--- src/fbgfx_defs.svh ---
// framebuffer graphics subsystem
// screen timing, framebuffer geometry and pipeline latencies
`ifndef FBGFX_DEFS_SVH
`define FBGFX_DEFS_SVH

`define CORDW     16   // signed coordinate width

// small test video mode, active region first then blanking
`define H_ACTIVE  160
`define H_TOTAL   200
`define V_ACTIVE  120
`define V_TOTAL   130

// framebuffer geometry and placement on screen
`define FB_WIDTH  64
`define FB_HEIGHT 48
`define FB_SCALE  2
`define FB_OFFX   16
`define FB_OFFY   12
`define FB_PIXELS (`FB_WIDTH * `FB_HEIGHT)
`define FB_ADDRW  $clog2(`FB_PIXELS)

`define CIDXW     4    // colour index bits
`define CHANW     4    // bits per colour channel

`define LAT_ADDR  3    // bitmap_addr pipeline depth
`define LAT_LB    3    // window lead: rd_en reg, linebuffer read, palette reg

`endif

--- src/disp_pkg.sv ---
// display types
// coordinates, colour words, palette and background bands
`include "fbgfx_defs.svh"

package disp_pkg;

    typedef logic signed [`CORDW-1:0] coord_t;
    typedef logic [`CIDXW-1:0] cidx_t;

    typedef struct packed {
        logic [`CHANW-1:0] r;
        logic [`CHANW-1:0] g;
        logic [`CHANW-1:0] b;
    } rgb_t;

    // raw view for the transparency compare, rgb view for output
    typedef union packed {
        logic [3*`CHANW-1:0] raw;
        rgb_t rgb;
    } colr_t;

    localparam colr_t PALETTE [16] = '{
        12'h223, 12'h526, 12'hB45, 12'hE85, 12'hFD7, 12'hAE6, 12'h3B6, 12'h276,
        12'h236, 12'h36B, 12'h4AF, 12'h7FF, 12'hFFF, 12'h9AC, 12'h578, 12'h335
    };
    localparam colr_t COLR_TRANS = PALETTE[0];  // index 0 shows background

    typedef struct packed {
        coord_t sy;   // first screen line of band
        colr_t colr;
    } bg_band_t;

    localparam bg_band_t BG_BANDS [4] = '{
        '{sy: 16'sd0,   colr: 12'h000},
        '{sy: 16'sd12,  colr: 12'h239},
        '{sy: 16'sd60,  colr: 12'h26C},
        '{sy: 16'sd108, colr: 12'h260}
    };

endpackage

--- src/pixel_paint.sv ---
// pixel painter
// palette lookup, background bands, transparency and output registers
`include "fbgfx_defs.svh"

module pixel_paint import disp_pkg::*; (
    input  logic       clk_sys,
    input  logic       rst_sys,
    input  logic       line,
    input  coord_t     sx,
    input  coord_t     sy,
    input  logic       de,
    input  logic       frame,
    input  cidx_t      cidx,
    output coord_t     sdl_sx,
    output coord_t     sdl_sy,
    output logic       sdl_de,
    output logic       sdl_frame,
    output logic [7:0] sdl_r,
    output logic [7:0] sdl_g,
    output logic [7:0] sdl_b
);

    colr_t pal_colr;    // registered lookup
    colr_t bg_reg;      // band held since last line start
    colr_t bg_colr;     // band of the current line
    colr_t paint_colr;
    logic  paint_area;

    // a new band shows from column 0 of its first line
    always_comb begin
        bg_colr = bg_reg;
        for (int i = 0; i < 4; i++) begin
            if (line && sy == BG_BANDS[i].sy) bg_colr = BG_BANDS[i].colr;
        end
    end

    always_ff @(posedge clk_sys) begin
        pal_colr <= PALETTE[cidx];
        bg_reg   <= bg_colr;
    end

    always_comb begin
        paint_area = (sx >= `FB_OFFX) && (sx < `FB_OFFX + `FB_WIDTH * `FB_SCALE)
            && (sy >= `FB_OFFY) && (sy < `FB_OFFY + `FB_HEIGHT * `FB_SCALE);
        if (!de) paint_colr = '0;                               // blanking is black
        else if (!paint_area) paint_colr = bg_colr;
        else if (pal_colr.raw == COLR_TRANS.raw) paint_colr = bg_colr;
        else paint_colr = pal_colr;
    end

    // sdl outputs, channels doubled to 8 bits
    always_ff @(posedge clk_sys) begin
        sdl_sx <= sx;
        sdl_sy <= sy;
        if (rst_sys) begin
            sdl_de    <= 1'b0;
            sdl_frame <= 1'b0;
            sdl_r     <= '0;
            sdl_g     <= '0;
            sdl_b     <= '0;
        end else begin
            sdl_de    <= de;
            sdl_frame <= frame;
            sdl_r     <= {2{paint_colr.rgb.r}};
            sdl_g     <= {2{paint_colr.rgb.g}};
            sdl_b     <= {2{paint_colr.rgb.b}};
        end
    end

endmodule

--- config.mk ---
export PLATFORM = sky130hd
export DESIGN_NAME = pixel_paint
export DESIGN_NICKNAME = d
export VERILOG_FILES = /design/src/disp_pkg.sv /design/src/pixel_paint.sv
export VERILOG_INCLUDE_DIRS = /design/src /design/src/src
export SDC_FILE = /design/constraint.sdc
export NUM_CORES = 1
export LEC_CHECK = 0
export BUFFER_PORTS_ARGS = -buffer_cell sky130_fd_sc_hd__buf_4
export CAP_MARGIN = 40
export CORE_MARGIN = 10
export CORE_UTILIZATION = 43
export CTS_BUF_LIST = sky130_fd_sc_hd__clkbuf_4
export DETAILED_ROUTE_END_ITERATION = 10
export HOLD_SLACK_MARGIN = 0.05
export PLACE_DENSITY = 0.72
export SETUP_SLACK_MARGIN = 0.15
export SLEW_MARGIN = 40
export SYNTH_ARGS = -nofsm -noshare
export SYNTH_HDL_FRONTEND = slang
export SYNTH_SLANG_ARGS = --single-unit
--- constraint.sdc ---
create_clock -name clk_sys -period 4.5 [get_ports clk_sys]
set_input_delay 0.45 -clock clk_sys [delete_from_list [all_inputs] [get_ports clk_sys]]
set_output_delay 0.45 -clock clk_sys [all_outputs]
set_load 0.05 [all_outputs]
==> metrics.md <==
| Metric | Value |
|---|---|
| CP Buf/Inv Count | `1` |
| Largest family of logic cells by synthesized area | `simple AND/OR/NAND/NOR gates` |
| Net Count, Synth | `285` |
| Gpl congestion | `0.8116` |
| Critical-path cell list | `buf_4 > nor4_4 > and4_4 > o2111ai_2 > o21ai_0 > a31oi_1` |
| R2R Path Start | `pal_colr[7]` |
| Async SR Flop Fraction | `0` |
| Worst setup SP type | `input pin` |
| Yosys reg bits | `70` |
| Mux share of post-synthesis cell area | `0.03134` |
| Crit share post-route | `0.3840` |
| Critical Path Stages | `6` |
| Critical path arrival | `slightly below 2 ns` |
| Post-Synth XOR/XNOR Area | `0.01028` |
| DR WL met3 | `roughly 240 µm` |
| Crit path kind | `input pin to register` |
| FF-to-FF setup slack | `2.82 ns` |
| CTS tree | `yes` |
| Critical-path top delay cell | `nor4_4` |
| Core area | `5851 µm²` |
| Compound-Gate Fraction of Synth Area | `0.1254` |
| Fin cells | `402` |
| Layout net count | `374` |
| Top Layer Used | `met4` |
| CTS sink cnt | `70` |
| Status | `finished, final reports clean` |
| Antenna cells | `0` |
| Maximum vdd ir drop | `0.1675 mV` |
| Layout Area Growth over Synthesis | `31.44%` |
| DR WL/cell | `15.76 µm` |
| Synth area leader | `dfxtp_1` |
| CP Capture Type | `register` |
| Max clock buf depth | `2` |
| Largest cells by area after synthesis | `dfxtp_1 55%, ha_1 4.9%, buf_4 3.5%, mux2i_1 3.1%, nand2_1 2.9%` |
| Placed Cells | `387` |
| Sequential-to-total area share from yosys stat | `0.5485` |
| Hold WC Path Type | `input pin to register` |
| Io pins | `99` |
| Critical path's largest stage delay | `0.42 ns` |
| RSZ-0062 raised after global routing | `false` |
| Netlist cell types | `48` |
| Tmin final | `around 1.7 ns` |
| Commonest non-fill, non-tap cell in the layout | `buf_4` |
| Largest delay contributor family on the critical path | `simple AND/OR/NAND/NOR gates` |
| Netlist Area Pre-Place | `~2600 µm²` |
| Gr ovfl total | `0` |
| Top cell type's share of synthesized area | `0.5485` |
| Yosys Warn Count | `0` |
| Finished Core Util | `0.5740` |
| Pwr per Cell Area | `344.8 nW/µm²` |
| Detailed Route Iter0 Violations | `90` |
| Most frequent cells in the layout | `98 x buf_4, 70 x dfxtp_1, 20 x nand2_1` |
| Layout cell share with drive strength beyond 1 | `0.3761` |
| Worst setup endpoint | `sdl_r[5]` |
| Worst skew pair latency | `0.40 ns` |
| Overall routed net length | `6336 µm` |
| Worst EP required | `about 4.8 ns` |
| Num CTS Buffers | `9` |
| Slew of the pin with the lowest slew margin | `0.5762 ns` |
| FMAX | `578.7 MHz` |
| Clk root buf | `clkbuf_4` |
| Setup repair bufs after CTS | `0` |
| Worst rel slew slack | `0.6158` |
| Dominant synthesized flop cell | `dfxtp_1` |
| FF-to-FF path depth | `5` |
| # setup viols final | `0` |
| Initial DRT Pass Iterations | `4` |
| Reg2Reg Capture Point | `sdl_b[6]` |
| Detailed-route via count | `1965` |
| Max Cap Viol | `0` |
| # resized after CTS | `0` |
| # port buffers | `just under 100` |
| Crit path launch | `sy[12]` |
| Simple-gate share of the synthesized area | `0.1748` |
| Max H-tree Level | `3` |
| Die Ht | `between 90 and 100 µm` |
| Overall routing resource usage | `0.1340` |
| Max-slew violation count | `0` |
| Post-CTS Hold Buffers | `0` |
| CP Max Fanout | `13` |
| Clk_skew | `0.009444 ns` |
| Vias per inst | `4.888` |
| Leakage | `roughly 1.6 nW` |
| DR DRC count | `0` |
| First-pass GRT wire length | `10240 µm` |
| Total Neg Setup Slack | `0 ns` |
| Antenna violations before repair | `0` |
| Vias in the first global route | `1946` |
| Met1 wire length | `2445 µm` |
| Largest net degree at the start of global routing | `23` |
| Post-synth EDFFs | `0` |
| Synth Area in Adders | `0.04897` |
| ANT nets after route | `0` |
| Rows | `28` |
| Final Hold Fails | `0` |
| Met2 WL post-DR | `3612 µm` |
| Gate count of the mapped netlist | `234` |
| Initial core utilization | `0.4367` |
| DP Wirelength | `about 5100 µm` |
| Die ar. | `approximately 9400 µm²` |
| Reg clk slew, reported paths | `0.10 ns` |
| Die X | `97.08 µm` |
| Synth Area per Inst | `10.92 µm²` |
| Largest regs | `sdl_sx: 16 flops, sdl_sy: 16 flops` |
==> stage by stage <==
step	total power [mW]	hold WS, ns	setup slack, ns	area, µm²
floorplan	0.7774	0.4116	2.760	2555
global placement	0.8509	0.4432	2.346	3256
detailed placement	0.8537	0.4435	2.369	3256
CTS	1.169	0.1220	2.799	3358
global route	1.219	0.1056	2.567	3358
finish	1.158	0.1418	2.772	3358
==> Yosys cell counts, types with 2 or more instances <==
library cell / instances
nand2b_1: 2
buf_4: 12
ha_1: 10
nor4_4: 2
o21ai_0: 10
clkbuf_1: 4
o21a_1: 2
a31oi_1: 4
nor4b_1: 4
nor4_1: 4
a32oi_1: 3
a21o_1: 3
and4_4: 2
nor3b_1: 4
and3_1: 2
nor2_1: 12
nand4_1: 2
and4_2: 2
xnor2_1: 2
a221oi_1: 2
o22ai_1: 2
mux2i_1: 8
buf_1: 2
dfxtp_1: 70
a21oi_1: 8
nand3_1: 2
inv_1: 5
o211a_1: 2
nor3_1: 4
and2_1: 6
nand2_1: 20
==> power breakdown <==
group	internal [mW]	switching [mW]	total, mW	leakage [nW]
combinational	0.0650	0.116	0.181	0.928
clock	0.125	0.195	0.320	0.0623
sequential	0.647	0.0105	0.657	0.581
==> layout make-up <==
cell class              count  area, µm²
clock buffers              12      90.09
clock inverters             3      12.51
fillers                   533       2492
inverters                   7      26.28
multi-input cells         137      998.5
flip-flops and latches     70       1401
well taps                  75      93.84
repair buffers             98      735.7
==> cells by family after synthesis <==
family / Yosys count
AOI/OAI and AO/OA: 44
DFF: 70
muxes: 8
and+or+nand+nor: 72
buffers and inverters: 27
adders and majority gates: 10
xor gates and xnor gates: 3
==> worst min-delay path by stage <==
stage,slack (ns),end,startpoint,cells past startpoint
floorplan,0.41,bg_reg[1],bg_reg[1],2
global placement,0.44,bg_reg[10],bg_reg[10],1
detailed placement,0.44,bg_reg[1],bg_reg[1],2
CTS,0.12,sdl_sx[1],sx[1],1
global route,0.11,sdl_sx[1],sx[1],1
finish,0.14,sdl_sx[1],sx[1],1
==> metal layers <==
layer  global-route usage  vias up
li1                     -     1005
met3              0.03698        3
met2               0.2485       43
met1               0.1338      914
met5                    0        -
met4              0.06470        0
No activity file was read; power rests on OpenSTA's default activity.
