--- src/fbgfx_defs.svh ---
// framebuffer graphics subsystem
// screen timing, framebuffer geometry and pipeline latencies
`ifndef FBGFX_DEFS_SVH
`define FBGFX_DEFS_SVH

`define CORDW     16   // signed coordinate width

// small test video mode, active region first then blanking
`define H_ACTIVE  160
`define H_TOTAL   200
`define V_ACTIVE  120
`define V_TOTAL   130

// framebuffer geometry and placement on screen
`define FB_WIDTH  64
`define FB_HEIGHT 48
`define FB_SCALE  2
`define FB_OFFX   16
`define FB_OFFY   12
`define FB_PIXELS (`FB_WIDTH * `FB_HEIGHT)
`define FB_ADDRW  $clog2(`FB_PIXELS)

`define CIDXW     4    // colour index bits
`define CHANW     4    // bits per colour channel

`define LAT_ADDR  3    // bitmap_addr pipeline depth
`define LAT_LB    3    // window lead: rd_en reg, linebuffer read, palette reg

`endif

--- src/disp_pkg.sv ---
// display types
// coordinates, colour words, palette and background bands
`include "fbgfx_defs.svh"

package disp_pkg;

    typedef logic signed [`CORDW-1:0] coord_t;
    typedef logic [`CIDXW-1:0] cidx_t;

    typedef struct packed {
        logic [`CHANW-1:0] r;
        logic [`CHANW-1:0] g;
        logic [`CHANW-1:0] b;
    } rgb_t;

    // raw view for the transparency compare, rgb view for output
    typedef union packed {
        logic [3*`CHANW-1:0] raw;
        rgb_t rgb;
    } colr_t;

    localparam colr_t PALETTE [16] = '{
        12'h223, 12'h526, 12'hB45, 12'hE85, 12'hFD7, 12'hAE6, 12'h3B6, 12'h276,
        12'h236, 12'h36B, 12'h4AF, 12'h7FF, 12'hFFF, 12'h9AC, 12'h578, 12'h335
    };
    localparam colr_t COLR_TRANS = PALETTE[0];  // index 0 shows background

    typedef struct packed {
        coord_t sy;   // first screen line of band
        colr_t colr;
    } bg_band_t;

    localparam bg_band_t BG_BANDS [4] = '{
        '{sy: 16'sd0,   colr: 12'h000},
        '{sy: 16'sd12,  colr: 12'h239},
        '{sy: 16'sd60,  colr: 12'h26C},
        '{sy: 16'sd108, colr: 12'h260}
    };

endpackage

--- src/frame_ctrl.sv ---
// frame sequencer
// draw start, write delay line, framebuffer read and linebuffer control
`include "fbgfx_defs.svh"

module frame_ctrl import disp_pkg::*; (
    input  logic                 clk_sys,
    input  logic                 rst_sys,
    input  logic                 frame,
    input  logic                 line,
    input  coord_t               sy,
    input  logic                 drawing,
    input  cidx_t                dcidx,
    input  logic                 clip,
    output logic                 fb_we,
    output cidx_t                fb_wdata,
    output logic                 draw_start,
    output logic [`FB_ADDRW-1:0] fb_raddr,
    output logic                 lb_wr_en,
    output logic                 lb_line,
    output logic                 lb_rd_en,
    input  coord_t               sx
);

    logic [1:0] frame_cnt;                  // saturates at 2
    logic [`LAT_ADDR-1:0] we_sr;            // drawing delayed to match waddr
    cidx_t cidx_sr [`LAT_ADDR];
    logic [$clog2(`FB_SCALE):0] row_cnt;    // display line within scaled row
    logic [$clog2(`FB_SCALE):0] row_nxt;
    logic fill_row;                         // this line fills the linebuffer
    logic [$clog2(`FB_WIDTH):0] lbx;        // pixels fetched this line

    // draw once, on the second frame after reset
    always_ff @(posedge clk_sys) begin
        if (rst_sys) begin
            frame_cnt  <= '0;
            draw_start <= 1'b0;
        end else begin
            draw_start <= frame && (frame_cnt == 2'd1);
            if (frame && frame_cnt != 2'd2) frame_cnt <= frame_cnt + 2'd1;
        end
    end

    always_ff @(posedge clk_sys) begin
        if (rst_sys) we_sr <= '0;
        else we_sr <= {we_sr[`LAT_ADDR-2:0], drawing};
        cidx_sr[0] <= dcidx;  // colour is payload
        for (int i = 1; i < `LAT_ADDR; i++) cidx_sr[i] <= cidx_sr[i-1];
    end

    always_comb begin
        fb_we    = we_sr[`LAT_ADDR-1] && !clip;  // drop clipped pixels
        fb_wdata = cidx_sr[`LAT_ADDR-1];
    end

    // row repeat, restarts on the line before the first fb row shows
    always_comb begin
        if (sy == `FB_OFFY - 1) row_nxt = '0;
        else if (row_cnt == `FB_SCALE - 1) row_nxt = '0;
        else row_nxt = row_cnt + 1'b1;
    end

    always_ff @(posedge clk_sys) begin
        if (rst_sys) begin
            row_cnt  <= '0;
            fill_row <= 1'b0;
            lb_line  <= 1'b0;
        end else begin
            lb_line <= line && fill_row;  // swap after a filled line
            if (line) begin
                row_cnt  <= row_nxt;
                fill_row <= (sy >= `FB_OFFY - 1)
                    && (sy < `FB_OFFY - 1 + `FB_HEIGHT * `FB_SCALE) && (row_nxt == 0);
            end
        end
    end

    assign lb_wr_en = fill_row && (lbx < `FB_WIDTH);

    // sequential fb read, one row per fill line
    always_ff @(posedge clk_sys) begin
        if (rst_sys) begin
            lbx      <= '0;
            fb_raddr <= '0;
        end else begin
            if (line) lbx <= '0;
            else if (lb_wr_en) lbx <= lbx + 1'b1;
            if (frame) fb_raddr <= '0;
            else if (lb_wr_en) fb_raddr <= fb_raddr + 1'b1;
        end
    end

    // output window, leads painted area by LAT_LB
    always_ff @(posedge clk_sys) begin
        if (rst_sys) lb_rd_en <= 1'b0;
        else lb_rd_en <= (sy >= `FB_OFFY) && (sy < `FB_OFFY + `FB_HEIGHT * `FB_SCALE)
            && (sx >= `FB_OFFX - `LAT_LB)
            && (sx < `FB_OFFX + `FB_WIDTH * `FB_SCALE - `LAT_LB);
    end

endmodule

--- config.mk ---
export PLATFORM = sky130hd
export DESIGN_NAME = frame_ctrl
export DESIGN_NICKNAME = d
export VERILOG_FILES = /design/src/disp_pkg.sv /design/src/frame_ctrl.sv
export VERILOG_INCLUDE_DIRS = /design/src /design/src/src
export SDC_FILE = /design/constraint.sdc
export NUM_CORES = 1
export LEC_CHECK = 0
export BUFFER_PORTS_ARGS = -buffer_cell sky130_fd_sc_hd__buf_2
export CORE_ASPECT_RATIO = 1.5
export CORE_MARGIN = 2
export CORE_UTILIZATION = 30
export CTS_CLUSTER_SIZE = 28
export DETAILED_ROUTE_END_ITERATION = 10
export SLEW_MARGIN = 20
export SYNTH_ARGS = -nofsm -noshare
export SYNTH_HDL_FRONTEND = slang
export SYNTH_SLANG_ARGS = --single-unit
--- constraint.sdc ---
create_clock -name clk_sys -period 1.8 [get_ports clk_sys]
set_clock_uncertainty 0.2 [all_clocks]
set_input_delay 0.09 -clock clk_sys [delete_from_list [all_inputs] [get_ports clk_sys]]
set_output_delay 0.09 -clock clk_sys [all_outputs]
set_load 0.005 [all_outputs]
==> parameters.txt <==
Parameter                              Value

Outcome
  Result of the run ... completed

STA
  Maximum clock frequency ... 581 MHz
  RSZ-0062 raised after global routing ... no
  Post-Route Setup TNS ... 0 ns
  Min cycle time layout ... 1.72 ns
  Slew margin rel. ... 0.789
  Count of final setup violators ... 0
  Transition time at the pin with the least slew margin ... 0.313 ns
  Number of pins exceeding their max-slew limit in the final report ... 0
  Final hold vios ... 0
  Post-route clock period utilization ... 0.956

Drt
  Remaining design rule violation count ... 0
  Total vias in the final route ... 1,430
  Vias per std cell ... 4.57
  DR pass1 iterations ... 4
  Iteration-0 DRC count of the detailed router ... 32
  Drt wl/cell ... 10.4 um
  Antenna viol nets, final ... 0
  Total Routed Length ... 3260 um

CTS
  Clock tree from TritonCTS ... built
  CTS Buf Count ... 5
  Reg clk slew, reported paths ... 0.08 ns
  Post-CTS sizing ... 0
  CTS sink cnt ... 41
  Setup fix buffers added after clock tree synthesis ... 0
  Clock root buffer ... clkbuf_8
  Clock latency at the later pin of the worst-skew pair ... 0.29 ns
  Cts-stage hold buffer count ... 16
  Clock buffer depth ... 2
  # H-tree levels ... 2

Placed design
  Cell area after placement ... 1980 um^2
  I/O Buffers ... 62
  Detailed Place HPWL ... 2380 um
  Final RePlAce weighted congestion ... 0.770

Setup path
  Cell at the slowest stage of the critical path ... dlygate4sd3_1
  Flop-to-flop setup slack ... 0.22 ns
  Start point of the critical path ... sy[7]
  Type of element launching the critical path ... input port
  Endpoint of the lowest-slack register-to-register path ... fb_raddr[10]
  End point of the critical path ... fill_row
  Worst r2r path cells ... 5
  Maximum fanout along the worst path ... 4
  Critical Path RT ... 1.78 ns
  Cell breakdown of the critical path ... dlygate4sd3_1, buf_2, nor4_1, nand3_1, o2111a_1, a22o_1
  Largest stage delay on the critical path ... 0.53 ns
  Critical Path End Type ... flop
  Setup CP Type ... input port to flop
  CP Data Arrival Time ... 1.70 ns
  Startpoint of the worst-slack reg-to-reg timing path ... fb_raddr[0]

Global route
  First-pass GRT wire length ... 5680 um
  Vias in the first global route ... 1,398
  Pin count of the biggest net entering global routing ... 14
  Remaining Overflow, GRT ... 0
  Number of antenna violations at the first check in global routing ... 0
  Global-route usage over all layers ... 0.119

Synth
  Number of different library cells in the post-synthesis netlist ... 41
  Leading register cell type out of synthesis ... dfxtp_1
  Leading cell types by total area after synthesis ... dfxtp_1 50%, nor2_1 5.5%, xnor2_1 4.8%
  Synthesis Warnings ... 0
  Post-synth net total ... 213
  Share of flip-flops with an asynchronous set or reset after synthesis ... 0
  Cell taking the most area after synthesis ... dfxtp_1
  Number of enable flip-flop cells after synthesis ... 0
  Top post-synthesis cells by count ... 41 x dfxtp_1, 24 x nor2_1, 11 x nand2_1
  Synth Cell Area ... 1630 um^2
  Top cell type's share of synthesized area ... 0.502
  Post-synthesis instance total ... 167
  Sequential fraction of the synthesis area ... 0.502
  Most repeated cell in the gate-level netlist after synthesis ... dfxtp_1
  Synthesized area per cell ... 9.78 um^2
  Number of storage elements in the synthesis netlist ... 41

Finish
  Area of the multi-input gates ... 749 um^2
  Fill cell instance count of the final layout ... 541
  ANT cells ... 0
  Layout cell share with drive strength beyond 1 ... 0.322
  Final instance area ... 2270 um^2
  Number of nets in the layout ... 290
  Relative area change from synthesis to final layout ... 39.2%
  Sequential Area ... 821 um^2

Min path
  Type of the tightest min-delay check ... input port to flop

Floorplanning
  Number of cell rows ... 32
  DIE AREA ... 6070 um^2
  Horizontal die dimension ... 64.3 um
  Top-Level Pins ... 63
  Starting density of the core ... 0.314
  Vertical die dimension ... 94.4 um
  Core Area ... 5200 um^2

Power
  Peak supply drop ... 381 uV
  Leak Pwr ... 1.01 nW
  Power per standard cell area ... 855 nW/um^2

Run
  Max-capacitance violation count ... 0
-- power breakdown --
group	internal, mW	switching [mW]
Sequential	0.932	0.00976
Clock	0.551	0.311
Combinational	0.0822	0.0583
-- worst max-delay path, delay by kind of cell --
| kind | cells | cell delay (ns) |
|---|---|---|
| AO/OA/AOI/OAI | 2 | 0.47 |
| AND/OR/NAND/NOR | 2 | 0.46 |
| buffers and inverters | 2 | 0.68 |
-- layout make-up --
cell class                      count  area share
Sequential cell                    41       0.361
Inverter                            4     0.00660
Multi-Input combinational cell    114       0.329
Timing Repair Buffer               78       0.207
Clock inverter                      3      0.0286
Clock buffer                        5      0.0303
Tap cell                           68      0.0374
-- cells in the final DEF (no fill, tap or decap), types with 3 or more instances in the layout --
cell,instances
a21oi_1,3
buf_2,62
nand2_1,11
dlygate4sd3_1,16
inv_1,4
xor2_1,7
nor4_1,6
dfxtp_1,41
nor3_1,6
nor2b_1,5
nand3_1,4
nor2_1,24
nand4_1,4
clkbuf_8,5
ha_1,4
xnor2_1,9
-- flip-flops by register name, indices dropped and copies added, names as in the netlist --
register,flops
cidx_sr,12
draw_start,1
fb_raddr,12
fill_row,1
frame_cnt,2
lb_line,1
lb_rd_en,1
lbx,7
row_cnt,1
we_sr,3
-- kinds of logic (layout without fill, tap and decap cells) --
kind of cell,count (synthesis),in the layout,share of synthesized area
xor+xnor,16,16,0.0858
buf+inv,12,90,0.0390
flops,41,41,0.502
fa+ha+maj,4,4,0.0306
mux,2,2,0.0123
compound gates,16,16,0.0735
simple gates,76,76,0.257
-- per-stage QoR --
step           total power [mW]  hold slack [ns]  setup WS (ns)  utilization  std cells
6_report                   1.94           0.0190         0.0786        0.437        313
4_1_cts                    1.98           0.0133         0.0757        0.437        313
3_5_place_dp               1.08         -0.00545          0.206        0.381        289
2_1_floorplan              1.02          -0.0823          0.335            -        167
5_1_grt                    2.04           0.0192       0.000747        0.437        313
3_3_place_gp               1.08         -0.00769          0.255        0.381        289
-- how the worst min path moves through the flow --
stage,from,endpoint,slack (ns),cells past startpoint
after global placement,dcidx[1],cidx_sr[0][1],-0.008,1
after floorplan,dcidx[0],cidx_sr[0][0],-0.08,0
after detailed placement,dcidx[1],cidx_sr[0][1],-0.005,1
after CTS,sx[12],lb_rd_en,0.01,4
after global routing,sx[14],lb_rd_en,0.02,4
final,sx[12],lb_rd_en,0.02,4
-- metal layers --
metal  up-vias  GRT usage  share of wire
met5         -          0              0
met4         0     0.0426          0.012
met3         4     0.0369          0.071
met2        55      0.227           0.53
met1       645      0.118           0.38
li1        726          -              -
Power figures use the tool's default switching activity.
