**src/fbgfx_defs.svh**
```systemverilog
// framebuffer graphics subsystem
// screen timing, framebuffer geometry and pipeline latencies
`ifndef FBGFX_DEFS_SVH
`define FBGFX_DEFS_SVH

`define CORDW     16   // signed coordinate width

// small test video mode, active region first then blanking
`define H_ACTIVE  160
`define H_TOTAL   200
`define V_ACTIVE  120
`define V_TOTAL   130

// framebuffer geometry and placement on screen
`define FB_WIDTH  64
`define FB_HEIGHT 48
`define FB_SCALE  2
`define FB_OFFX   16
`define FB_OFFY   12
`define FB_PIXELS (`FB_WIDTH * `FB_HEIGHT)
`define FB_ADDRW  $clog2(`FB_PIXELS)

`define CIDXW     4    // colour index bits
`define CHANW     4    // bits per colour channel

`define LAT_ADDR  3    // bitmap_addr pipeline depth
`define LAT_LB    3    // window lead: rd_en reg, linebuffer read, palette reg

`endif

```
**src/disp_pkg.sv**
```systemverilog
// display types
// coordinates, colour words, palette and background bands
`include "fbgfx_defs.svh"

package disp_pkg;

    typedef logic signed [`CORDW-1:0] coord_t;
    typedef logic [`CIDXW-1:0] cidx_t;

    typedef struct packed {
        logic [`CHANW-1:0] r;
        logic [`CHANW-1:0] g;
        logic [`CHANW-1:0] b;
    } rgb_t;

    // raw view for the transparency compare, rgb view for output
    typedef union packed {
        logic [3*`CHANW-1:0] raw;
        rgb_t rgb;
    } colr_t;

    localparam colr_t PALETTE [16] = '{
        12'h223, 12'h526, 12'hB45, 12'hE85, 12'hFD7, 12'hAE6, 12'h3B6, 12'h276,
        12'h236, 12'h36B, 12'h4AF, 12'h7FF, 12'hFFF, 12'h9AC, 12'h578, 12'h335
    };
    localparam colr_t COLR_TRANS = PALETTE[0];  // index 0 shows background

    typedef struct packed {
        coord_t sy;   // first screen line of band
        colr_t colr;
    } bg_band_t;

    localparam bg_band_t BG_BANDS [4] = '{
        '{sy: 16'sd0,   colr: 12'h000},
        '{sy: 16'sd12,  colr: 12'h239},
        '{sy: 16'sd60,  colr: 12'h26C},
        '{sy: 16'sd108, colr: 12'h260}
    };

endpackage

```
**src/draw_pkg.sv**
```systemverilog
// drawing types
// rectangle record and the fixed scene
package draw_pkg;
    import disp_pkg::*;

    // corners inclusive, framebuffer coordinates
    typedef struct packed {
        coord_t x0;
        coord_t y0;
        coord_t x1;
        coord_t y1;
        cidx_t cidx;
    } rect_t;

    localparam int SCENE_LEN = 6;

    // drawn in order, later entries overwrite earlier ones
    localparam rect_t SCENE [SCENE_LEN] = '{
        '{16'sd4,  16'sd4,  16'sd27, 16'sd19, 4'd2},
        '{16'sd20, 16'sd10, 16'sd45, 16'sd30, 4'd5},
        '{16'sd40, 16'sd2,  16'sd79, 16'sd14, 4'd9},   // past right edge
        '{16'sd8,  16'sd30, 16'sd23, 16'sd59, 4'd11},  // past bottom edge
        '{16'sd30, 16'sd24, 16'sd50, 16'sd40, 4'd0},   // transparent hole
        '{-16'sd5, 16'sd40, 16'sd10, 16'sd44, 4'd14}   // past left edge
    };

endpackage

```
**src/rect_render.sv**
```systemverilog
// filled rectangle renderer
// walks the scene and emits one draw pixel per cycle
`include "fbgfx_defs.svh"

module rect_render import disp_pkg::*, draw_pkg::*; (
    input  logic   clk_sys,
    input  logic   rst_sys,
    input  logic   draw_start,
    output coord_t drx,
    output coord_t dry,
    output cidx_t  dcidx,
    output logic   drawing,
    output logic   done
);

    localparam logic [1:0] S_IDLE = 2'd0;
    localparam logic [1:0] S_INIT = 2'd1;  // load corner of next rect
    localparam logic [1:0] S_DRAW = 2'd2;
    localparam logic [1:0] S_DONE = 2'd3;

    logic [1:0] state;
    logic [$clog2(SCENE_LEN)-1:0] idx;  // current rectangle
    rect_t rect;

    assign rect = SCENE[idx];

    always_ff @(posedge clk_sys) begin
        if (rst_sys) begin
            state <= S_IDLE;
            idx   <= '0;
        end else if (draw_start) begin  // restart from any state
            state <= S_INIT;
            idx   <= '0;
        end else begin
            case (state)
                S_INIT: begin
                    drx   <= rect.x0;
                    dry   <= rect.y0;
                    state <= S_DRAW;
                end
                S_DRAW: begin
                    if (drx != rect.x1) begin
                        drx <= drx + 16'sd1;
                    end else if (dry != rect.y1) begin  // next row
                        drx <= rect.x0;
                        dry <= dry + 16'sd1;
                    end else if (idx == SCENE_LEN - 1) begin
                        state <= S_DONE;
                    end else begin
                        idx   <= idx + 1'b1;
                        state <= S_INIT;
                    end
                end
                S_DONE:  state <= S_IDLE;
                default: state <= S_IDLE;
            endcase
        end
    end

    always_comb begin
        drawing = (state == S_DRAW);
        done    = (state == S_DONE);  // one cycle
        dcidx   = rect.cidx;
    end

endmodule

```
**config.mk**
```make
export PLATFORM = sky130hd
export DESIGN_NAME = rect_render
export DESIGN_NICKNAME = d
export VERILOG_FILES = /design/src/disp_pkg.sv /design/src/draw_pkg.sv /design/src/rect_render.sv
export VERILOG_INCLUDE_DIRS = /design/src /design/src/src
export SDC_FILE = /design/constraint.sdc
export NUM_CORES = 1
export LEC_CHECK = 0
export BUFFER_PORTS_ARGS = -buffer_cell sky130_fd_sc_hd__buf_2
export CORE_MARGIN = 2
export CORE_UTILIZATION = 30
export CTS_CLUSTER_DIAMETER = 60
export DETAILED_ROUTE_END_ITERATION = 10
export GPL_TIMING_DRIVEN = 0
export SYNTH_ARGS = -nofsm -noshare
export SYNTH_HDL_FRONTEND = slang
export SYNTH_SLANG_ARGS = --single-unit
```
**constraint.sdc**
```tcl
create_clock -name clk_sys -period 4.33 [get_ports clk_sys]
set_input_delay 0.2165 -clock clk_sys [delete_from_list [all_inputs] [get_ports clk_sys]]
set_output_delay 0.2165 -clock clk_sys [all_outputs]
set_load 0.02 [all_outputs]
```
==> flow_summary_export.csv, run 1 <==
group,metric,value,unit
outcome,status,"complete, no violations",
clocking,hold_buffers,0,
critical_path,arrival,3.51,ns
cells_and_area,nFillCells,838,
synthesis,synth_top_area_cell,"edfxtp_1",
global_route,track_usage,13.97,%
place,place_inst,420,
synthesis,ys_top_cells_by_area,"edfxtp_1 (38%), xor2_1 (7.2%), ha_1 (5.9%), a21oi_1 (5.1%), nor2_1 (4.0%)",
synthesis,yosys-mux-area-fraction,1.671,%
sta,drv_slew,0,
sta,slew_headroom,57.92,%
sta,finalSetupViolations,0,
power,peakVddDrop,112.1,uV
floorplan,die-area,9240,sq um
clocking,cts_sinks,37,
critical_path,end_kind,"flop",
critical_path,crit_family,"compound AO/OA/AOI/OAI gates",
clocking,post_cts_buffers,0,
sta,fin_crit_sh,81.12,%
critical_path,path_buf_inv,3,
job,max_cap_violations,0,
global_route,grt.overflow.total,0,
critical_path,cp-start-kind,"flop",
synthesis,syn_inst,273,
clocking,clock_path_buffers,2,
routing,wire_per_inst,14.41,microns
sta,maxClockFrequency,284.7,MHz
global_route,grt_max_degree,13,
routing,drc,0,
routing,vias,2187,
cells_and_area,num_antenna_cells,0,
sta,rsz0062_at_grt,"false",
cells_and_area,fin_util,36.76,%
clocking,cts_root_buf,"clkbuf_8",
worst_hold_path,hold_path_class,"input pin to flop",
power,power.density,238.9,nW/um^2
place,dpl_worst_slack,0.8789,ns
synthesis,synth_seq_cells,37,
sta,worstMarginPinSlew,0.6278,ns
synthesis,syn_area,2546,sq um
global_route,grt_antenna_before_repair,0,
sta,holdWs,0.09366,ns
critical_path,critPathMaxStageDelay,0.56,ns
power,finalPower,0.7214,mW
sta,hold_viol_final,0,
routing,ant_nets,0,
clocking,cts_resized,0,
critical_path,cp_slowest_cell,"dfxtp_1",
synthesis,synthSimpleGateAreaFrac,22.65,%
floorplan,coreArea,8217,sq um
synthesis,synth_fa_ha_area_share,5.897,%
sta,setup_slack,0.8173,ns
synthesis,synthXorXnorAreaFrac,11.01,%
place,port_buffers,40,
critical_path,crit_type,"flop to flop",
sta,setup-tns-final,0,ns
sta,finalCriticalPeriod,3.513,ns
synthesis,synth_top_family_by_area,"simple AND/OR/NAND/NOR gates",
clocking,cts.clk_slew.worst_paths,0.08,ns
cells_and_area,final_cells,428,
routing,drt-pass1-iter-count,4,
critical_path,path_common_cell,"a21oi_1",
global_route,grt_pass1_vias,1994,
cells_and_area,area_growth,18.62,%
place,dp_hpwl,4.556,mm
floorplan,die_w,96.13,microns
routing,routed_wl,6.167,mm
clocking,clock_latency,0.30,ns
global_route,grt_pass1_wl,10.02,mm
clocking,htree_levels,2,
routing,via_per_inst,5.110,
synthesis,ys_types,45,
power,cellLeakagePower,1.062,nW
clocking,cts_made_buffers,5,
synthesis,syn_avg_cell_area,9.327,sq um
floorplan,rows,33,
critical_path,crit_chain,"inv_1, ha_1, a21oi_1, o221ai_1, a222oi_1, a21oi_1, buf_4, nor3_2, buf_6",
routing,drt_iter0_markers,160,
synthesis,synth_warnings,0,
cells_and_area,drive_gt1_share,21.36,%
sta,fin_skew,0.01293,ns
synthesis,syn_nets,288,
cells_and_area,fin_area,3020,sq um
floorplan,num_io_pins,41,
clocking,cts_tree,"built",
synthesis,synth_top_area_share,37.74,%
cells_and_area,nets,337,
synthesis,synth_compound_area_share,13.66,%
critical_path,worstPathRequired,4.33,ns
floorplan,die-height,96.13,microns
critical_path,path_max_fanout,10,
floorplan,start_util,30.99,%
place,place_area,2909,sq um
synthesis,synth-seq-area-share,41.67,%
place,gp_congestion,0.8782,
-- final timing paths --
path	cells after the start	end	start	slack, ns
setup reg to reg	9	dry[4]	idx[0]	0.82
hold / removal	2	state[0]	rst_sys	0.09
setup / recovery	9	dry[4]	idx[0]	0.82
hold reg to reg	2	state[1]	state[1]	0.52
-- power by group --
part,switching [mW],internal [mW],total [mW]
Sequential,0.00528,0.387,0.392
Clock,0.132,0.173,0.305
Combinational,0.0152,0.00896,0.0242
-- area by class of cell --
class	count	area, sq um	share of cell area [%]
multi-input combinational	217	1406	46.56
sequential	37	1061	35.13
timing repair buffer	42	222.7	7.374
tap	105	131.4	4.350
clock buffer	6	72.57	2.403
buffer	10	53.80	1.781
clock inverter	2	38.79	1.284
inverter	9	33.78	1.118
-- logic make-up after synthesis --
kind of cell / Yosys count
AOI/OAI and AO/OA: 56
adders and majority gates: 12
xor gates and xnor gates: 32
muxes: 4
DFF: 37
and+or+nand+nor: 113
buffers and inverters: 19
-- layout by cell type (no fill, tap or decap), types with 3 or more instances in the layout --
| cell | count |
|---|---|
| nand2_1 | 24 |
| o21ai_0 | 11 |
| inv_1 | 8 |
| and3_1 | 3 |
| nand3_1 | 11 |
| clkbuf_1 | 5 |
| buf_6 | 3 |
| o31ai_1 | 4 |
| clkbuf_8 | 5 |
| nor2_1 | 27 |
| nor3_1 | 8 |
| xor2_1 | 21 |
| a21oi_1 | 25 |
| or2_2 | 3 |
| or3_1 | 5 |
| buf_2 | 43 |
| nor3b_1 | 3 |
| nand4_1 | 10 |
| xnor2_1 | 11 |
| edfxtp_1 | 32 |
| dfxtp_1 | 5 |
| a211oi_1 | 3 |
| ha_1 | 12 |
| nor2b_1 | 5 |
| nor4_1 | 3 |
-- flip-flops by register name, indices dropped and copies added, names as in the netlist --
| register | count |
|---|---|
| state | 2 |
| idx | 3 |
| drx | 16 |
| dry | 16 |
-- cells in the mapped netlist (all sizes together) --
cell type	count
edfxtp	32
nor2	28
a21oi	26
nand2	24
xor2	21
ha	12
nand3	11
o21ai	11
xnor2	11
nand4	10
nor3	10
inv	9
buf	5
clkbuf	5
dfxtp	5
nor2b	5
or3	5
o31ai	4
a211oi	3
and3	3
nor3b	3
nor4	3
or2	3
a2111oi	2
a211o	2
a22oi	2
a31oi	2
and2	2
and4	2
mux2	2
mux2i	2
o221ai	2
a222oi	1
and2b	1
and4bb	1
nand2b	1
o21a	1
or4	1
-- layer usage --
layer  share of wire [%]  up-vias  wire [microns]  global-route usage (%)
met4                0.68        0              42                   3.929
met5                   0        -               0                       0
met2                  46       35            2842                   21.47
li1                    -     1102               -                       -
met1                  50     1043            3073                   19.70
met3                 3.4        7             208                   2.976
No activity file was read; power rests on OpenSTA's default activity.
==> inputs of run 2 (changes only) <==
==> constraint.sdc (replaced) <==
create_clock -name clk_sys -period 3.56 [get_ports clk_sys]
set_input_delay 0.178 -clock clk_sys [delete_from_list [all_inputs] [get_ports clk_sys]]
set_output_delay 0.178 -clock clk_sys [all_outputs]
set_load 0.02 [all_outputs]
==> run 2 against run 1 <==
  * Fmax is 4.7% higher
  * Die area stayed put
  * Wire length is 0.39% higher
  * Worst setup slack worse by 0.61 ns
  * Clock skew is 0.0028 ns higher
==> flow_summary_export.csv, run 2 (synthesized netlist as in run 1, its figures left out) <==
group,metric,value,unit
cells_and_area,nets,337,
sta,drv_slew,0,
sta,finalSetupViolations,0,
job,max_cap_violations,0,
floorplan,num_io_pins,41,
clocking,hold_buffers,0,
place,place_inst,420,
clocking,post_cts_buffers,0,
sta,slew_headroom,64.06,%
sta,hold_viol_final,0,
place,place_area,2909,sq um
sta,rsz0062_at_grt,"false",
clocking,cts_sinks,37,
power,power.density,290.6,nW/um^2
sta,finalCriticalPeriod,3.356,ns
routing,routed_wl,6.191,mm
critical_path,end_kind,"flop",
power,peakVddDrop,136.3,uV
power,clockPowerShare,42.4,%
sta,fin_crit_sh,94.27,%
critical_path,arrival,3.36,ns
floorplan,die-area,9240,sq um
place,dp_hpwl,4.556,mm
floorplan,rows,33,
routing,ant_nets,0,
power,pwr-share-seq,54.2,%
global_route,grt_antenna_before_repair,0,
sta,worstMarginPinSlew,0.5391,ns
global_route,track_usage,13.97,%
routing,drc,0,
global_route,grt.overflow.total,0,
place,port_buffers,40,
power,p_sw,0.1876,mW
power,power.internal,0.6920,mW
power,finalPower,0.8796,mW
sta,maxClockFrequency,298.0,MHz
floorplan,coreArea,8217,sq um
critical_path,crit_type,"flop to flop",
worst_hold_path,hold_path_class,"input pin to flop",
power,comb_power_share,3.4,%
cells_and_area,largestRegisters,"drx: 16 flops, dry: 16 flops, idx: 3 flops",
cells_and_area,fin_util,36.84,%
routing,wire_per_inst,14.46,microns
outcome,status,"complete, no violations",
critical_path,cp-start-kind,"flop",
place,gp_congestion,0.8782,
global_route,grt_pass1_wl,10.02,mm
cells_and_area,fin_area,3027,sq um
routing,via_per_inst,5.096,
global_route,grt_max_degree,13,
clocking,clock_latency,0.30,ns
cells_and_area,final_cells,428,
cells_and_area,final_cell_mix,"buf_2 (43), edfxtp_1 (32), nor2_1 (27)",
clocking,cts_root_buf,"clkbuf_8",
routing,drt_iter0_markers,162,
sta,setup_slack,0.2039,ns
critical_path,path_max_fanout,10,
sta,holdWs,0.05538,ns
routing,vias,2181,
sta,setup-tns-final,0,ns
floorplan,die-height,96.13,microns
clocking,htree_levels,2,
cells_and_area,num_antenna_cells,0,
clocking,cts.clk_slew.worst_paths,0.08,ns
critical_path,worstPathRequired,3.56,ns
place,dpl_worst_slack,0.1089,ns
clocking,cts_resized,0,
clocking,cts_tree,"built",
cells_and_area,area_growth,18.87,%
cells_and_area,drive_gt1_share,21.36,%
power,cellLeakagePower,1.062,nW
sta,fin_skew,0.01574,ns
global_route,grt_pass1_vias,1994,
power,p_sw_share,21.33,%
clocking,cts_made_buffers,5,
cells_and_area,final_common_cell,"buf_2",
routing,drt-pass1-iter-count,4,
floorplan,die_w,96.13,microns
clocking,clock_path_buffers,2,
floorplan,start_util,30.99,%
run 2: power by group through the flow:
stage	clock network, mW	logic, mW	registers [mW]
4_1_cts	0.380	0.0297	0.477
3_3_place_gp	0	0.0279	0.487
3_5_place_dp	0	0.0295	0.487
5_1_grt	0.394	0.0331	0.478
2_1_floorplan	0	0.0143	0.491
6_report	0.373	0.0297	0.477
run 2: worst paths after layout:
check	depth (start not counted)	slack, ns	to	start
min	2	0.06	state[0]	rst_sys
max reg2reg	9	0.20	dry[4]	idx[0]
max	9	0.20	dry[4]	idx[0]
min reg2reg	2	0.52	state[1]	state[1]
run 2: layer usage:
metal / track usage, % / part of all wire (%) / up-vias
met5: 0 / 0 / -
met4: 3.929 / 0.61 / 0
met3: 2.976 / 3.8 / 5
met2: 21.47 / 46 / 46
met1: 19.70 / 50 / 1034
li1: - / - / 1096
run 2: layout make-up:
cell class,count,area [sq um]
Sequential cell,37,1061
Clock inverter,2,38.79
Timing Repair Buffer,42,222.7
Multi-Input combinational cell,217,1413
Inverter,9,33.78
Buffer,10,53.80
Tap cell,105,131.4
Clock buffer,6,72.57
Fill cell,837,5190
run 2: critical path, stage by stage (launching register included):
cell,delay (ns)
dfxtp_1,0.57
inv_1,0.20
ha_1,0.46
a21oi_1,0.17
o221ai_1,0.15
a222oi_1,0.37
a21oi_1,0.27
buf_4,0.25
nor3_4,0.40
buf_6,0.22
