$ cat config.mk
export PLATFORM = sky130hd
export DESIGN_NAME = linebuffer
export DESIGN_NICKNAME = d
export VERILOG_FILES = /design/src/disp_pkg.sv /design/src/linebuffer.sv
export VERILOG_INCLUDE_DIRS = /design/src /design/src/src
export SDC_FILE = /design/constraint.sdc
export NUM_CORES = 1
export LEC_CHECK = 0
export BUFFER_PORTS_ARGS = -buffer_cell sky130_fd_sc_hd__buf_2
export CORE_UTILIZATION = 55
export CTS_CLUSTER_SIZE = 16
export DETAILED_ROUTE_END_ITERATION = 16
export PLACE_DENSITY = 0.75
export SLEW_MARGIN = 15
export SYNTH_ARGS = -nofsm -noshare
export SYNTH_HDL_FRONTEND = slang
export SYNTH_SLANG_ARGS = --single-unit
$ cat constraint.sdc
create_clock -name clk_sys -period 2.8 [get_ports clk_sys]
set_clock_uncertainty 0.2 [all_clocks]
set_input_delay 0.14 -clock clk_sys [delete_from_list [all_inputs] [get_ports clk_sys]]
set_output_delay 0.14 -clock clk_sys [all_outputs]
set_load 0.005 [all_outputs]
$ cat src/fbgfx_defs.svh
// framebuffer graphics subsystem
// screen timing, framebuffer geometry and pipeline latencies
`ifndef FBGFX_DEFS_SVH
`define FBGFX_DEFS_SVH

`define CORDW     16   // signed coordinate width

// small test video mode, active region first then blanking
`define H_ACTIVE  160
`define H_TOTAL   200
`define V_ACTIVE  120
`define V_TOTAL   130

// framebuffer geometry and placement on screen
`define FB_WIDTH  64
`define FB_HEIGHT 48
`define FB_SCALE  2
`define FB_OFFX   16
`define FB_OFFY   12
`define FB_PIXELS (`FB_WIDTH * `FB_HEIGHT)
`define FB_ADDRW  $clog2(`FB_PIXELS)

`define CIDXW     4    // colour index bits
`define CHANW     4    // bits per colour channel

`define LAT_ADDR  3    // bitmap_addr pipeline depth
`define LAT_LB    3    // window lead: rd_en reg, linebuffer read, palette reg

`endif

$ cat src/disp_pkg.sv
// display types
// coordinates, colour words, palette and background bands
`include "fbgfx_defs.svh"

package disp_pkg;

    typedef logic signed [`CORDW-1:0] coord_t;
    typedef logic [`CIDXW-1:0] cidx_t;

    typedef struct packed {
        logic [`CHANW-1:0] r;
        logic [`CHANW-1:0] g;
        logic [`CHANW-1:0] b;
    } rgb_t;

    // raw view for the transparency compare, rgb view for output
    typedef union packed {
        logic [3*`CHANW-1:0] raw;
        rgb_t rgb;
    } colr_t;

    localparam colr_t PALETTE [16] = '{
        12'h223, 12'h526, 12'hB45, 12'hE85, 12'hFD7, 12'hAE6, 12'h3B6, 12'h276,
        12'h236, 12'h36B, 12'h4AF, 12'h7FF, 12'hFFF, 12'h9AC, 12'h578, 12'h335
    };
    localparam colr_t COLR_TRANS = PALETTE[0];  // index 0 shows background

    typedef struct packed {
        coord_t sy;   // first screen line of band
        colr_t colr;
    } bg_band_t;

    localparam bg_band_t BG_BANDS [4] = '{
        '{sy: 16'sd0,   colr: 12'h000},
        '{sy: 16'sd12,  colr: 12'h239},
        '{sy: 16'sd60,  colr: 12'h26C},
        '{sy: 16'sd108, colr: 12'h260}
    };

endpackage

$ cat src/linebuffer.sv
// double-banked linebuffer
// fills one row bank while the other is read out with pixel repeat
`include "fbgfx_defs.svh"

module linebuffer import disp_pkg::*; (
    input  logic  clk_sys,
    input  logic  rst_sys,
    input  logic  lb_line,
    input  logic  wr_en,
    input  logic  rd_en,
    input  cidx_t wdata,
    output cidx_t rdata
);

    cidx_t bank [2][`FB_WIDTH];
    logic wr_sel;                        // bank being filled
    logic wr_en_d;                       // matches fb_ram read latency
    logic [$clog2(`FB_WIDTH)-1:0] widx;
    logic [$clog2(`FB_WIDTH)-1:0] ridx;
    logic [$clog2(`FB_SCALE):0] rep;     // horizontal repeat count

    always_ff @(posedge clk_sys) begin
        if (rst_sys) begin
            wr_sel  <= 1'b0;
            wr_en_d <= 1'b0;
            widx    <= '0;
            ridx    <= '0;
            rep     <= '0;
        end else begin
            wr_en_d <= wr_en;
            if (lb_line) wr_sel <= !wr_sel;
            widx <= wr_en_d ? widx + 1'b1 : '0;  // rewinds between fills
            if (lb_line || !rd_en) begin
                ridx <= '0;
                rep  <= '0;
            end else if (rep == `FB_SCALE - 1) begin
                rep  <= '0;
                ridx <= ridx + 1'b1;
            end else begin
                rep <= rep + 1'b1;
            end
        end
    end

    always_ff @(posedge clk_sys) begin
        if (wr_en_d) bank[wr_sel][widx] <= wdata;
        if (rd_en) rdata <= bank[!wr_sel][ridx];  // holds outside window
    end

endmodule

==> results of run 1 <==
logic make-up after synthesis:
logic type | count (synthesis) | synth area share
XOR/XNOR | 8 | 0.00329
flip-flops | 532 | 0.743
multiplexers | 178 | 0.141
AND/OR/NAND/NOR | 261 | 0.0554
adder cells (fa/ha/maj) | 3 | 0.00176
buffers and inverters | 78 | 0.0213
AO/OA/AOI/OAI | 95 | 0.0338
cell usage in the layout, fill, tap and decap left out, types with 4 or more instances in the layout:
cell type,instances
sky130_fd_sc_hd__clkbuf_1,8
sky130_fd_sc_hd__a31oi_1,4
sky130_fd_sc_hd__o22ai_1,12
sky130_fd_sc_hd__a211oi_1,12
sky130_fd_sc_hd__nand2b_1,6
sky130_fd_sc_hd__or2_2,9
sky130_fd_sc_hd__nor2_1,156
sky130_fd_sc_hd__buf_2,8
sky130_fd_sc_hd__o41ai_1,4
sky130_fd_sc_hd__mux4_2,97
sky130_fd_sc_hd__dlygate4sd3_1,9
sky130_fd_sc_hd__nor2b_1,20
sky130_fd_sc_hd__nand3b_1,5
sky130_fd_sc_hd__xnor2_1,5
sky130_fd_sc_hd__clkbuf_16,52
sky130_fd_sc_hd__nand4_1,7
sky130_fd_sc_hd__a22o_1,7
sky130_fd_sc_hd__clkinv_1,16
sky130_fd_sc_hd__inv_1,4
sky130_fd_sc_hd__buf_12,11
sky130_fd_sc_hd__nand2_1,19
sky130_fd_sc_hd__or3_1,6
sky130_fd_sc_hd__edfxtp_1,516
sky130_fd_sc_hd__mux2_2,11
sky130_fd_sc_hd__o221ai_1,5
sky130_fd_sc_hd__clkinv_2,11
sky130_fd_sc_hd__a21oi_1,10
sky130_fd_sc_hd__mux2i_1,70
sky130_fd_sc_hd__nor3_1,4
sky130_fd_sc_hd__a22oi_1,9
sky130_fd_sc_hd__buf_4,69
sky130_fd_sc_hd__dfxtp_1,13
sky130_fd_sc_hd__o21ai_0,6
sky130_fd_sc_hd__nand3_1,17
state kept, by name (all words and copies together), names as in the netlist:
name	count
bank	512
rdata	4
rep	2
ridx	6
widx	6
wr_en_d	1
wr_sel	1
final cells by class:
type	count	area, um2
multi-input combinational	545	5040
sequential	532	15800
tap	511	639
timing repair buffer	102	971
fill	2572	13800
inverter	5	18.8
clock inverter	31	218
clock buffer	59	1310
through the flow:
step,hold slack [ns],utilization,setup slack [ns]
3_5_place_dp,0.165,0.589,-0.108
5_1_grt,0.129,0.635,-0.0111
6_report,0.102,0.635,0.000661
3_3_place_gp,0.157,0.589,-0.0551
2_1_floorplan,0.0116,-,0.451
4_1_cts,0.0990,0.632,0.00285
power by group through the flow:
stage	clock, W	sequential [W]	combinational, W
floorplan	0	0.00891	0.000376
global placement	0	0.00892	0.000595
detailed placement	0	0.00892	0.000609
CTS	0.00647	0.00875	0.000624
global route	0.00678	0.00875	0.000681
finish	0.00643	0.00875	0.000639
layer usage:
| layer | vias to the layer above | track usage | wire [um] | share of wire |
|---|---|---|---|---|
| met5 | - | 0 | 0 | 0 |
| met4 | 0 | 0.109 | 1960 | 0.040 |
| met3 | 126 | 0.0526 | 4370 | 0.090 |
| met2 | 654 | 0.403 | 23700 | 0.49 |
| met1 | 5827 | 0.354 | 18800 | 0.38 |
| li1 | 4787 | - | - | - |
worst min-delay path, cell delays in order:
cell,delay [ns]
sky130_fd_sc_hd__dlygate4sd3_1,0.52
sky130_fd_sc_hd__buf_2,0.09
sky130_fd_sc_hd__nor2b_1,0.10
timing repair:
| item | 4_1_cts | 5_1_grt |
|---|---|---|
| gates resized for setup | 1 | 10 |
| cloned | 0 | 1 |
| pin swaps | 0 | 0 |
| hold buffers | 9 | 0 |
| setup endpoints to repair | 1 | 3 |
| hold endpoints to repair | 204 | 0 |
| buffers inserted | 0 | 2 |
worst max path at each step:
stage | depth (start not counted) | slack [ns] | end
after floorplan | 6 | 0.45 | bank[0][160]
after global placement | 5 | -0.06 | rdata[1]
after detailed placement | 7 | -0.11 | rdata[1]
after CTS | 7 | 0.003 | rdata[1]
after global routing | 6 | -0.01 | rdata[1]
final | 6 | 0.0007 | rdata[0]
==> flow_summary_export.csv, run 1 <==
group,metric,value,unit
route,postRouteAntennaNets,0,
timing,min_period,2.80,ns
setup_path,crit_required,2.91,ns
setup_path,crit_buf_inv,1,
floorplanning,ioPinCount,13,
yosys,synth.distinct_cells,58,
outcome,status,"finished clean",
layout,final_nets,1248,
min_path,min-delay-path-class,"in2reg",
layout,n_antenna_cell,0,
timing,final-max-slew-violation-count,0,
clocking,clockRootBuffer,"sky130_fd_sc_hd__clkbuf_16",
layout,layoutNonFillerInstCount,1785,
floorplanning,die_span_x,199,um
timing,worst_max_slew_margin_expressed_relative_to_the_limit,0.513,
yosys,synth-async-reset-ratio,0,
global_route,grtUsageTotal,0.257,
timing,fmax,0.357,GHz
clocking,clock_buffer_count_from_cts,50,
clocking,clkSinkCount,532,
floorplanning,die-height,199,um
yosys,synth.cell_area,21300,um2
route,wl,48800,um
yosys,synth.most_common_cell,"sky130_fd_sc_hd__edfxtp_1",
yosys,post_synth_main_area_contributors,"sky130_fd_sc_hd__edfxtp_1 (73%), sky130_fd_sc_hd__mux4_2 (10%), sky130_fd_sc_hd__mux2i_1 (3.3%), sky130_fd_sc_hd__nor2_1 (2.8%), sky130_fd_sc_hd__dfxtp_1 (1.5%)",
global_route,grt_pass1_vias,11600,
setup_path,critical_path.cell_chain,"buf_16, mux4_2, mux2i_1, nor2_1, a311oi_1, a32oi_1",
clocking,clock_transition_at_path_regs,0.06,ns
min_path,min_delay_path_depth,3,
yosys,yosys.area.top_type,"sky130_fd_sc_hd__edfxtp_1",
setup_path,cp_max_stage_cell,"sky130_fd_sc_hd__dfxtp_4",
clocking,cts_max_level,2,
setup_path,crit_family,"compound AO/OA/AOI/OAI gates",
min_path,min_delay_worst_endpoint,"wr_en_d",
setup_path,reg2reg_to,"rdata[0]",
clocking,clock_insertion_delay_worst_skew,0.60,ns
power,power.total,0.0158,W
global_route,globalRoute.totalOverflow,0,
layout,synth_to_final_area_change,12.8,%
yosys,most_used_standard_cells_in_the_synthesized_netlist,"sky130_fd_sc_hd__edfxtp_1 (516), sky130_fd_sc_hd__nor2_1 (156), sky130_fd_sc_hd__mux4_2 (97)",
place,placement.cell_area,22300,um2
global_route,grt_first_pass_wirelength,72800,um
clocking,clockBufferDepth,3,
timing,timing.final.hold_violations,0,
power,pwr-share-clk,0.406,
min_path,worstHoldStart,"wr_en",
setup_path,crit_path_start_kind,"flop",
power,power_per_cell_area,659,nW/um2
yosys,synth_area_per_cell,18.4,um2
route,post_drt_via_cell_ratio,6.38,
power,pwr-share-comb,0.040,
place,place_congestion,0.890,
layout,final_layout_size_suffix_gt1_frac,0.227,
setup_path,critical_path.max_stage_delay,0.55,ns
global_route,grt_antenna_before_repair,0,
power,power.share.sequential,0.553,
setup_path,worst-endpoint-arrival,2.91,ns
setup_path,crit_path_end_kind,"flop",
setup_path,r2r_slack,0.0007,ns
route,drc_errors,0,
place,port-buffer-count,12,
route,firstDrtPassIters,5,
floorplanning,initial_utilization,0.562,
floorplanning,core-area,37800,um2
setup_path,reg2reg_depth,6,
power,net-switching-power,0.00322,W
route,routed-via-count,11400,
route,initialDrtViolationCount,1393,
clocking,clock_tree_from_tritoncts,"done",
timing,worst_pin_slew,0.731,ns
timing,timing.setup.tns,0,ns
place,detailedPlacementHpwl,30500,um
yosys,synth_largest_type_area_fraction,0.728,
floorplanning,die_area,39500,um2
job,count_of_max_cap_constraint_violations,0,
yosys,sequential_share_of_the_synthesized_area,0.743,
setup_path,maximum_fanout_along_the_worst_path,70,
yosys,synth-warning-count,0,
yosys,synth-seq-cells,532,
yosys,postSynth.topFlopCell,"sky130_fd_sc_hd__edfxtp_1",
yosys,syn-num-nets,1167,
layout,non_filler_cell_area_final,24000,um2
setup_path,worstSetupPathType,"reg2reg",
yosys,syn-instance-count,1155,
power,power.switching_fraction,0.203,
setup_path,critical_path.startpoint,"ridx[0]",
timing,timing.final.crit_share,1.00,
power,power.internal,0.0126,W
power,worst_ir_drop_vdd,515,uV
route,route.detailed.wl_per_inst,27.3,um
global_route,grt_start_max_net_pins,78,
power,leakagePower,7.32,nW
setup_path,worstReg2RegStart,"ridx[0]",
floorplanning,placementRows,71,
timing,setup-violations-final,0,
place,dp_cells,1683,
yosys,synth_edf_count,516,
Power figures use the tool's default switching activity.
==> run 2, diff against run 1 <==
--- a/config.mk
+++ b/config.mk
@@ -7,10 +7,11 @@
 export NUM_CORES = 1
 export LEC_CHECK = 0
 export BUFFER_PORTS_ARGS = -buffer_cell sky130_fd_sc_hd__buf_2
+export CORE_ASPECT_RATIO = 0.6
 export CORE_UTILIZATION = 55
 export CTS_CLUSTER_SIZE = 16
 export DETAILED_ROUTE_END_ITERATION = 16
-export PLACE_DENSITY = 0.75
+export PLACE_DENSITY = 0.71
 export SLEW_MARGIN = 15
 export SYNTH_ARGS = -nofsm -noshare
 export SYNTH_HDL_FRONTEND = slang
==> flow_summary_export.csv, run 2 (synthesized netlist as in run 1, its figures left out) <==
group,metric,value,unit
outcome,status,"complete, but fails checks",
outcome,violations_in_the_final_reports,"hold timing",
place,placement.cell_area,22500,um2
power,power.switching_fraction,0.208,
global_route,grt_antenna_before_repair,0,
power,worst_ir_drop_vdd,409,uV
floorplanning,core-area,37900,um2
timing,timing.setup.tns,0,ns
setup_path,worstSetupPathType,"reg2reg",
global_route,grt_start_max_net_pins,76,
layout,final_nets,1271,
power,power.internal,0.0122,W
route,route.detailed.wl_per_inst,28.3,um
layout,largest_reg_flops,512,
place,place_congestion,0.886,
route,postRouteAntennaNets,0,
route,wl,51200,um
global_route,grt_pass1_vias,11400,
timing,fmax,0.370,GHz
route,firstDrtPassIters,5,
global_route,grt_first_pass_wirelength,75500,um
route,initialDrtViolationCount,1675,
floorplanning,initial_utilization,0.561,
global_route,globalRoute.totalOverflow,0,
layout,layout_commonest_cell,"sky130_fd_sc_hd__edfxtp_1",
clocking,clock_insertion_delay_worst_skew,0.57,ns
timing,postLayoutSetupSlackWorst,0.0954,ns
layout,layout_common_cells,"sky130_fd_sc_hd__edfxtp_1 (516), sky130_fd_sc_hd__nor2_1 (156), sky130_fd_sc_hd__mux4_2 (97), sky130_fd_sc_hd__buf_4 (97), sky130_fd_sc_hd__mux2i_1 (69)",
setup_path,crit_family,"compound AO/OA/AOI/OAI gates",
power,power.share.sequential,0.567,
power,net-switching-power,0.00321,W
setup_path,cp_max_stage_cell,"sky130_fd_sc_hd__mux4_2",
place,dpl_worst_slack,-0.103,ns
setup_path,critPathMostFrequentCell,"sky130_fd_sc_hd__buf_12",
timing,min_period,2.70,ns
power,pwr-share-comb,0.044,
setup_path,crit_path_start_kind,"flop",
timing,setup-violations-final,0,
layout,final_layout_size_suffix_gt1_frac,0.244,
floorplanning,die-height,154,um
setup_path,r2r_slack,0.1,ns
layout,final_core_util,0.636,
setup_path,critical_path.max_stage_delay,0.57,ns
route,drc_errors,0,
power,power_per_cell_area,640,nW/um2
timing,timing.final.hold_violations,1,
layout,non_filler_cell_area_final,24100,um2
clocking,clockRootBuffer,"sky130_fd_sc_hd__clkbuf_16",
min_path,min-delay-path-class,"in2reg",
route,top_layer_used,"met5",
place,detailedPlacementHpwl,33800,um
route,routed-via-count,11400,
power,pwr-share-clk,0.389,
clocking,clockBufferDepth,3,
timing,worst_max_slew_margin_expressed_relative_to_the_limit,0.457,
setup_path,maximum_fanout_along_the_worst_path,11,
layout,register_with_the_most_flip_flops,"bank",
setup_path,crit_buf_inv,2,
layout,n_antenna_cell,0,
setup_path,crit_path_end_kind,"flop",
job,count_of_max_cap_constraint_violations,0,
floorplanning,ioPinCount,13,
layout,synth_to_final_area_change,13.3,%
route,met3WireLength,6720,um
route,route.met2.wl,20600,um
timing,fin_hold_ws,-0.00667,ns
route,post_drt_via_cell_ratio,6.32,
timing,final-max-slew-violation-count,0,
timing,worst_pin_slew,0.815,ns
floorplanning,die_area,39500,um2
clocking,cts_max_level,2,
global_route,grtUsageTotal,0.265,
clocking,clock_tree_from_tritoncts,"done",
clocking,clock_buffer_count_from_cts,46,
power,leakagePower,7.39,nW
floorplanning,die_span_x,256,um
place,port-buffer-count,12,
setup_path,critical_path.cell_chain,"buf_12, buf_12, mux4_2, a211oi_2, a211oi_1, o32a_1",
clocking,clock_transition_at_path_regs,0.07,ns
route,drt_met1_wl,22500,um
setup_path,crit_required,2.93,ns
layout,reg.largest.list,"bank: 512 flops, ridx: 6 flops, widx: 6 flops",
setup_path,worst-endpoint-arrival,2.83,ns
floorplanning,placementRows,55,
clocking,clkSinkCount,532,
timing,timing.final.crit_share,0.966,
## run 2: cell count changes in the layout (fill, tap and decap cells not counted), moves of 3 or more
cell / previous run / this run
sky130_fd_sc_hd__clkbuf_8: 0 / 4
sky130_fd_sc_hd__buf_4: 69 / 97
sky130_fd_sc_hd__clkbuf_1: 8 / 13
sky130_fd_sc_hd__clkinv_1: 16 / 9
sky130_fd_sc_hd__clkbuf_16: 52 / 47
sky130_fd_sc_hd__clkinv_2: 11 / 7
sky130_fd_sc_hd__bufinv_16: 3 / 0
## run 2: what timing repair did
action | 4_1_cts | 5_1_grt
endpoints found under the setup margin | 3 | 4
gates resized for setup | 5 | 12
hold buffers | 9 | 0
setup buffers | 0 | 2
endpoints found under the hold margin | 186 | 0
pin swaps | 0 | 1
## run 2: power by group through the flow
stage	logic, W	registers, W	clock network, W
floorplan	0.000376	0.00891	0
global placement	0.000639	0.00892	0
detailed placement	0.000652	0.00892	0
CTS	0.000666	0.00875	0.00605
global route	0.000721	0.00875	0.00634
finish	0.000681	0.00875	0.00601
## run 2: worst paths after layout
kind | from | end | cells after the start
max reg2reg | wr_sel | rdata[1] | 6
max | wr_sel | rdata[1] | 6
min reg2reg | rep[0] | rep[0] | 1
min | wdata[0] | bank[0][188] | 1
## run 2: per-layer routing
layer,up-vias,GRT usage
met5,-,0.0121
met4,2,0.0704
met3,94,0.0913
met2,681,0.348
met1,5820,0.418
li1,4819,-
## run 2: per-stage QoR
stage	std cells	hold WS [ns]	total power, W
floorplan	1155	0.0116	0.00929
global placement	1713	0.180	0.00956
detailed placement	1713	0.179	0.00958
CTS	1805	0.0127	0.0155
global route	1807	0.0250	0.0158
finish	1807	-0.00667	0.0154
## run 2: final cells by class
class / instances / area (um2)
tap: 513 / 642
inverter: 5 / 18.8
fill: 2605 / 13800
clock buffer: 64 / 1280
multi-input combinational: 545 / 5090
clock inverter: 19 / 97.6
sequential: 532 / 15800
timing repair buffer: 129 / 1160
